--- src/rtl/vid_geom_pkg.sv ---
`default_nettype none

package vid_geom_pkg;

  // ==============================
  // coordinate widths
  // ==============================
  localparam int X_W = 11;
  localparam int Y_W = 10;

  // ==============================
  // default panel geometry
  // ==============================
  localparam int ACTIVE_W_DEF = 32;
  localparam int ACTIVE_H_DEF = 6;

  // column and row numbers
  typedef logic [X_W-1:0] x_t;
  typedef logic [Y_W-1:0] y_t;

  // coordinate of one pixel, valid marks a real pixel
  typedef struct packed {
    x_t   x;
    y_t   y;
    logic valid;
  } pix_pos_t;

endpackage

`default_nettype wire

--- src/rtl/vid_sync_pkg.sv ---
`default_nettype none

package vid_sync_pkg;

  // ==============================
  // sync edge events
  // ==============================
  // one-cycle pulses, de_q lines up with them
  typedef struct packed {
    logic vs_rise;
    logic vs_fall;
    logic hs_rise;
    logic hs_fall;
    logic de_rise;
    logic de_fall;
    logic de_q;
  } sync_edges_t;

  // ==============================
  // window tracking
  // ==============================
  typedef enum logic [1:0] {
    WIN_IDLE  = 2'd0,
    WIN_BLANK = 2'd1,
    WIN_LINE  = 2'd2
  } win_state_t;

  typedef struct packed {
    logic in_frame;
    logic in_line;
    logic pix_valid;
  } win_flags_t;

  // position markers from the counter
  typedef struct packed {
    logic frame_start;
    logic line_start;
    logic line_end;
  } pos_pulse_t;

  typedef struct packed {
    logic x_at_last;
    logic y_at_last;
    logic x_overflow;
    logic y_overflow;
  } pos_flag_t;

endpackage

`default_nettype wire

--- src/rtl/active_window_tracker.sv ---
`timescale 1ns/1ps
`default_nettype none

module active_window_tracker (
  input  logic                      clk,
  input  logic                      rst,
  input  vid_sync_pkg::sync_edges_t edges_i,
  output vid_sync_pkg::win_flags_t  win_o
);
  import vid_sync_pkg::*;

  win_state_t state_q;
  win_state_t state_nxt;

  // ==============================
  // next state
  // ==============================
  always_comb begin
    state_nxt = state_q;

    case (state_q)
      WIN_IDLE: begin
        // frame opens on vsync falling edge
        if (edges_i.vs_fall) begin
          state_nxt = edges_i.de_rise ? WIN_LINE : WIN_BLANK;
        end
      end

      WIN_BLANK: begin
        if (edges_i.de_rise) begin
          state_nxt = WIN_LINE;
        end
      end

      WIN_LINE: begin
        // hsync only ends a line that de left open
        if (edges_i.de_fall || edges_i.hs_rise) begin
          state_nxt = WIN_BLANK;
        end
      end

      default: begin
        state_nxt = WIN_IDLE;
      end
    endcase

    // vsync rising edge closes the frame from any state
    if (edges_i.vs_rise) begin
      state_nxt = WIN_IDLE;
    end
  end

  // ==============================
  // state and flag registers
  // ==============================
  always_ff @(posedge clk) begin
    if (rst) begin
      state_q <= WIN_IDLE;
      win_o   <= '0;
    end else begin
      state_q <= state_nxt;

      win_o.in_frame <= (state_nxt != WIN_IDLE);
      win_o.in_line  <= (state_nxt == WIN_LINE);

      // de outside an open line never counts as a pixel
      win_o.pix_valid <= edges_i.de_q & (state_nxt == WIN_LINE);
    end
  end

endmodule

`default_nettype wire

--- src/rtl/sync_edge_detect.sv ---
`timescale 1ns/1ps
`default_nettype none

module sync_edge_detect (
  input  logic                      clk,
  input  logic                      rst,
  input  logic                      vsync_i,
  input  logic                      hsync_i,
  input  logic                      de_i,
  output vid_sync_pkg::sync_edges_t edges_o
);

  // previous sampled levels of vsync and hsync
  logic vs_d;
  logic hs_d;

  // ==============================
  // edge pulses
  // ==============================
  // de history lives in edges_o.de_q, which is the
  // delayed de level handed on with the pulses
  always_ff @(posedge clk) begin
    if (rst) begin
      vs_d    <= 1'b0;
      hs_d    <= 1'b0;
      edges_o <= '0;
    end else begin
      edges_o.vs_rise <=  vsync_i & ~vs_d;
      edges_o.vs_fall <= ~vsync_i &  vs_d;

      edges_o.hs_rise <=  hsync_i & ~hs_d;
      edges_o.hs_fall <= ~hsync_i &  hs_d;

      edges_o.de_rise <=  de_i & ~edges_o.de_q;
      edges_o.de_fall <= ~de_i &  edges_o.de_q;

      // level delayed to match the pulses
      edges_o.de_q <= de_i;

      vs_d <= vsync_i;
      hs_d <= hsync_i;
    end
  end

endmodule

`default_nettype wire

--- src/rtl/video_xy_top.sv ---
`timescale 1ns/1ps
`default_nettype none

module video_xy_top (
  input  logic                     clk,
  input  logic                     rst,
  input  logic                     vsync_i,
  input  logic                     hsync_i,
  input  logic                     de_i,
  output vid_sync_pkg::win_flags_t win_o,
  output vid_geom_pkg::pix_pos_t   pos_o,
  output vid_sync_pkg::pos_pulse_t pulse_o,
  output vid_sync_pkg::pos_flag_t  flag_o
);
  import vid_sync_pkg::*;

  // edge pulses shared by tracker and counter
  sync_edges_t edges;

  // ==============================
  // sync edges
  // ==============================
  sync_edge_detect u_edge (
    .clk     (clk),
    .rst     (rst),
    .vsync_i (vsync_i),
    .hsync_i (hsync_i),
    .de_i    (de_i),
    .edges_o (edges)
  );

  // ==============================
  // frame and line window
  // ==============================
  active_window_tracker u_awt (
    .clk     (clk),
    .rst     (rst),
    .edges_i (edges),
    .win_o   (win_o)
  );

  // ==============================
  // coordinates
  // ==============================
  xy_counter u_xy (
    .clk     (clk),
    .rst     (rst),
    .edges_i (edges),
    .win_i   (win_o),
    .pos_o   (pos_o),
    .pulse_o (pulse_o),
    .flag_o  (flag_o)
  );

endmodule

`default_nettype wire

--- src/rtl/xy_counter.sv ---
`timescale 1ns/1ps
`default_nettype none

module xy_counter #(
  parameter int ACTIVE_W = vid_geom_pkg::ACTIVE_W_DEF,
  parameter int ACTIVE_H = vid_geom_pkg::ACTIVE_H_DEF
) (
  input  logic                      clk,
  input  logic                      rst,
  input  vid_sync_pkg::sync_edges_t edges_i,
  input  vid_sync_pkg::win_flags_t  win_i,
  output vid_geom_pkg::pix_pos_t    pos_o,
  output vid_sync_pkg::pos_pulse_t  pulse_o,
  output vid_sync_pkg::pos_flag_t   flag_o
);
  import vid_geom_pkg::*;
  import vid_sync_pkg::*;

  localparam x_t LAST_X = x_t'(ACTIVE_W - 1);
  localparam y_t LAST_Y = y_t'(ACTIVE_H - 1);

  // pix_valid of the previous cycle
  logic pv_q;
  // frame opened, first line not seen yet
  logic frame_pend_q;
  // a line on the last row has completed
  logic y_full_q;

  logic line_start;
  logic line_end;
  logic frame_start;
  logic x_sat;
  x_t   x_nxt;
  y_t   y_nxt;

  // ==============================
  // transitions of pix_valid
  // ==============================
  assign line_start  =  win_i.pix_valid & ~pv_q;
  assign line_end    = ~win_i.pix_valid &  pv_q;
  assign frame_start =  line_start & frame_pend_q;
  assign x_sat       = (pos_o.x == LAST_X);

  // column, restarts on each line and holds at the last column
  always_comb begin
    x_nxt = pos_o.x;
    if (line_start) begin
      x_nxt = '0;
    end else if (win_i.pix_valid && !x_sat) begin
      x_nxt = pos_o.x + 1'b1;
    end
  end

  // row, restarts on each frame and holds at the last row
  always_comb begin
    y_nxt = pos_o.y;
    if (frame_start) begin
      y_nxt = '0;
    end else if (line_end && (pos_o.y != LAST_Y)) begin
      y_nxt = pos_o.y + 1'b1;
    end
  end

  // ==============================
  // registers
  // ==============================
  always_ff @(posedge clk) begin
    if (rst) begin
      pv_q         <= 1'b0;
      frame_pend_q <= 1'b0;
      y_full_q     <= 1'b0;
      pos_o        <= '0;
      pulse_o      <= '0;
      flag_o       <= '0;
    end else begin
      pv_q <= win_i.pix_valid;

      // arm on frame open, disarm on close or first line
      if (edges_i.vs_fall) begin
        frame_pend_q <= 1'b1;
      end else if (edges_i.vs_rise || frame_start) begin
        frame_pend_q <= 1'b0;
      end

      pos_o.x     <= x_nxt;
      pos_o.y     <= y_nxt;
      pos_o.valid <= win_i.pix_valid;

      pulse_o.frame_start <= frame_start;
      pulse_o.line_start  <= line_start;
      pulse_o.line_end    <= line_end;

      flag_o.x_at_last <= win_i.pix_valid & (x_nxt == LAST_X);
      flag_o.y_at_last <= win_i.pix_valid & (y_nxt == LAST_Y);

      // pixel past the last column
      if (line_start) begin
        flag_o.x_overflow <= 1'b0;
      end else if (win_i.pix_valid && x_sat) begin
        flag_o.x_overflow <= 1'b1;
      end

      // line past the last row
      if (frame_start) begin
        y_full_q          <= 1'b0;
        flag_o.y_overflow <= 1'b0;
      end else begin
        if (line_end && (pos_o.y == LAST_Y)) begin
          y_full_q <= 1'b1;
        end
        if (line_start && y_full_q) begin
          flag_o.y_overflow <= 1'b1;
        end
      end
    end
  end

endmodule

`default_nettype wire

--- config.mk ---
export PLATFORM = sky130hd
export DESIGN_NAME = video_xy_top
export DESIGN_NICKNAME = d
export VERILOG_FILES = /design/src/rtl/vid_geom_pkg.sv /design/src/rtl/vid_sync_pkg.sv /design/src/rtl/active_window_tracker.sv /design/src/rtl/sync_edge_detect.sv /design/src/rtl/video_xy_top.sv /design/src/rtl/xy_counter.sv
export SDC_FILE = /design/constraint.sdc
export NUM_CORES = 1
export LEC_CHECK = 0
export BUFFER_PORTS_ARGS = -buffer_cell sky130_fd_sc_hd__buf_2
export CAP_MARGIN = 20
export CORE_MARGIN = 2
export CORE_UTILIZATION = 40
export DETAILED_ROUTE_END_ITERATION = 7
export PLACE_DENSITY = 0.59
export SETUP_SLACK_MARGIN = 0.5
export SLEW_MARGIN = 20
export SYNTH_ARGS = -nofsm -noshare
export SYNTH_HDL_FRONTEND = slang
export SYNTH_HIERARCHICAL = 1
export SYNTH_SLANG_ARGS = --single-unit
--- constraint.sdc ---
create_clock -name clk -period 2.3 [get_ports clk]
set_input_delay 0.23 -clock clk [delete_from_list [all_inputs] [get_ports clk]]
set_output_delay 0.23 -clock clk [all_outputs]
set_load 0.01 [all_outputs]
==> qor.yml <==
placement:
  post-dp-hpwl_um: 3010
  dp_slack_ps: 355
  port-buffer-count: 36
  dpl.cell_count: 317
  gp_congestion: 0.810
timing:
  fin_crit_ps: 1850
  finalHoldViolations: 0
  worst_clock_skew_ps: 5.70
  tns_ps: 0
  slew_viol_final: 0
  max-slew-margin-rel_pct: 71.9
  max_freq_mhz: 542
  rsz0062_at_grt: "true"
  tightestPinTransition_ps: 421
  setup_viol: 0
  fin_ws_ps: 454
  fin_crit_sh_pct: 80.3
pwr:
  p_total_uw: 1350
  p_leak_uw: 0.00100
  ir_drop_mv: 0.313
  power_density_nw_per_um2: 546
clock_tree:
  clk_pin_slew_ps: 80
  htree_levels: 2
  cts_tree: "built"
  cts_buffers: 5
  clock_latency_ps: 300
  cts_sinks: 44
  cts_hold_buffers: 0
  clockBufferDepth: 2
  root_buffer: "clkbuf_8"
worst_hold_path:
  hold_depth: 2
  min-delay-start: "de_i"
  min-delay-path-class: "in -> reg"
floorplanning:
  rows: 25
  core_area_um2: 4820
  dieWidth_um: 75.3
  die_height_um: 75.3
  dieArea_um2: 5680
  io_pins: 37
  start_util_pct: 42.3
cells_and_area:
  syn_to_final_growth_pct: 21.2
  n_fill_cell: 478
  num_antenna_cells: 0
  regArea_um2: 896
  fin_cells: 333
  drive_gt1_share_pct: 32.3
  nets: 273
  multi_input_area_um2: 1080
detailed_routing:
  vias: 1629
  drt_iter0_markers: 122
  drc: 0
  routed_wl_um: 4160
  routed_via_density: 4.89
  drt-pass1-iter-count: 4
  ant_nets: 0
  detail_route.wl_per_cell_um: 12.5
worst_setup_path:
  critPathArrivalTime_ps: 2090
  path_depth: 7
  criticalPathCategory: "reg -> reg"
  cp_top_family: "simple AND/OR/NAND/NOR gates"
  r2r.worst_path.cells: 7
  timing.rr.start: "u_xy/pos_o[11]"
  cp_max_fo: 4
  cp_num_buf_inv: 0
  crit_path_start: "u_xy/pos_o[11]"
  critPathCaptureType: "flip-flop"
  cp-start-kind: "flip-flop"
  critPathSlowestCell: "dfxtp_4"
  worstPathCellList: "ha_4 > and4bb_2 > nand4_1 > and4_1 > a311oi_2 > a2111oi_2 > o311a_1"
  max_stage_delay_ps: 360
  worstPathRequired_ps: 2540
global_routing:
  grtUsageTotal_pct: 15.8
  grt_pass1_vias: 1413
  grt_pass1_wl_um: 6760
  grt_max_degree: 18
  antenna_found_initial: 0
  gr-total-overflow: 0
yosys:
  syn-instance-count: 222
  synth-warning-count: 6
  syn_area_per_cell_um2: 9.17
  syn-cell-area_um2: 2040
  syn_nets: 230
status:
  status: "finished clean"
job:
  maxCapViolCount: 0
-- worst register-to-register path: cells and delay by family (launching register included) --
family | cells | cell delay, ps
and+or+nand+nor | 3 | 660
AOI/OAI and AO/OA | 3 | 600
DFF | 1 | 360
adders and majority gates | 1 | 170
-- timing repair --
| action | CTS | global route |
|---|---|---|
| pin swaps | 3 | 2 |
| buffers inserted | 6 | 2 |
| setup endpoints to repair | 2 | 5 |
| resized for setup | 4 | 5 |
-- worst paths after layout --
path	to	slack, ps
min reg2reg	u_edge/edges_o[4]	410
min	u_edge/edges_o[1]	110
max reg2reg	u_xy/flag_o[3]	450
max	u_xy/flag_o[3]	450
-- layer usage --
metal  vias up  GRT usage, %  part of all wire, %
met5         -             0                    0
li1        858             -                    -
met2        29          22.7                   44
met3         5          4.50                  4.9
met4         0          5.26                  1.2
met1       737          22.7                   50
-- per-stage QoR --
step / utilization (%) / area (µm²) / hold WS, ps
global placement: 47.5 / 2290 / 394
global route: 51.2 / 2470 / 105
detailed placement: 47.5 / 2290 / 399
finish: 51.2 / 2470 / 108
CTS: 50.7 / 2440 / 96.4
floorplan: - / 2060 / 300
-- registers in the layout, indices dropped and copies added, names as in the netlist --
| register | cells |
|---|---|
| u_xy/frame_pend_q | 1 |
| u_edge/hs_d | 1 |
| u_awt/state_q | 2 |
| u_xy/pos_o | 21 |
| u_awt/win_o | 3 |
| u_xy/pv_q | 1 |
| u_xy/pulse_o | 3 |
| u_xy/flag_o | 4 |
| u_edge/vs_d | 1 |
| u_xy/y_full_q | 1 |
| u_edge/edges_o | 6 |
-- where the power goes --
part           internal (µW)  switching (µW)  leakage, µW
logic                   17.8            20.6     0.000587
clock network            277             259    0.0000523
registers                766            5.99     0.000360
-- final cells by class --
| class | count | share of cell area [%] |
|---|---|---|
| multi-input cells | 158 | 43.8 |
| repair buffers | 48 | 11.0 |
| inverters | 8 | 1.22 |
| well taps | 67 | 3.40 |
| clock buffers | 6 | 3.80 |
| clock inverters | 2 | 0.507 |
| flip-flops and latches | 44 | 36.3 |
-- placed cells by master (no fill, tap or decap), drive strengths merged, types with 2 or more instances in the layout --
cell type,count
ha,3
nand2,12
and3,2
nor3b,7
a21oi,8
nand3,5
and4b,2
nand4,10
inv,8
a211oi,3
and4,3
buf,48
a31oi,4
nor2,36
or2,2
xnor2,10
nand2b,2
dfxtp,44
xor2,8
nor2b,9
or3,2
and2,2
o21ai,4
clkbuf,6
nor3,8
nor4,4
No activity file was read; power rests on OpenSTA's default activity.
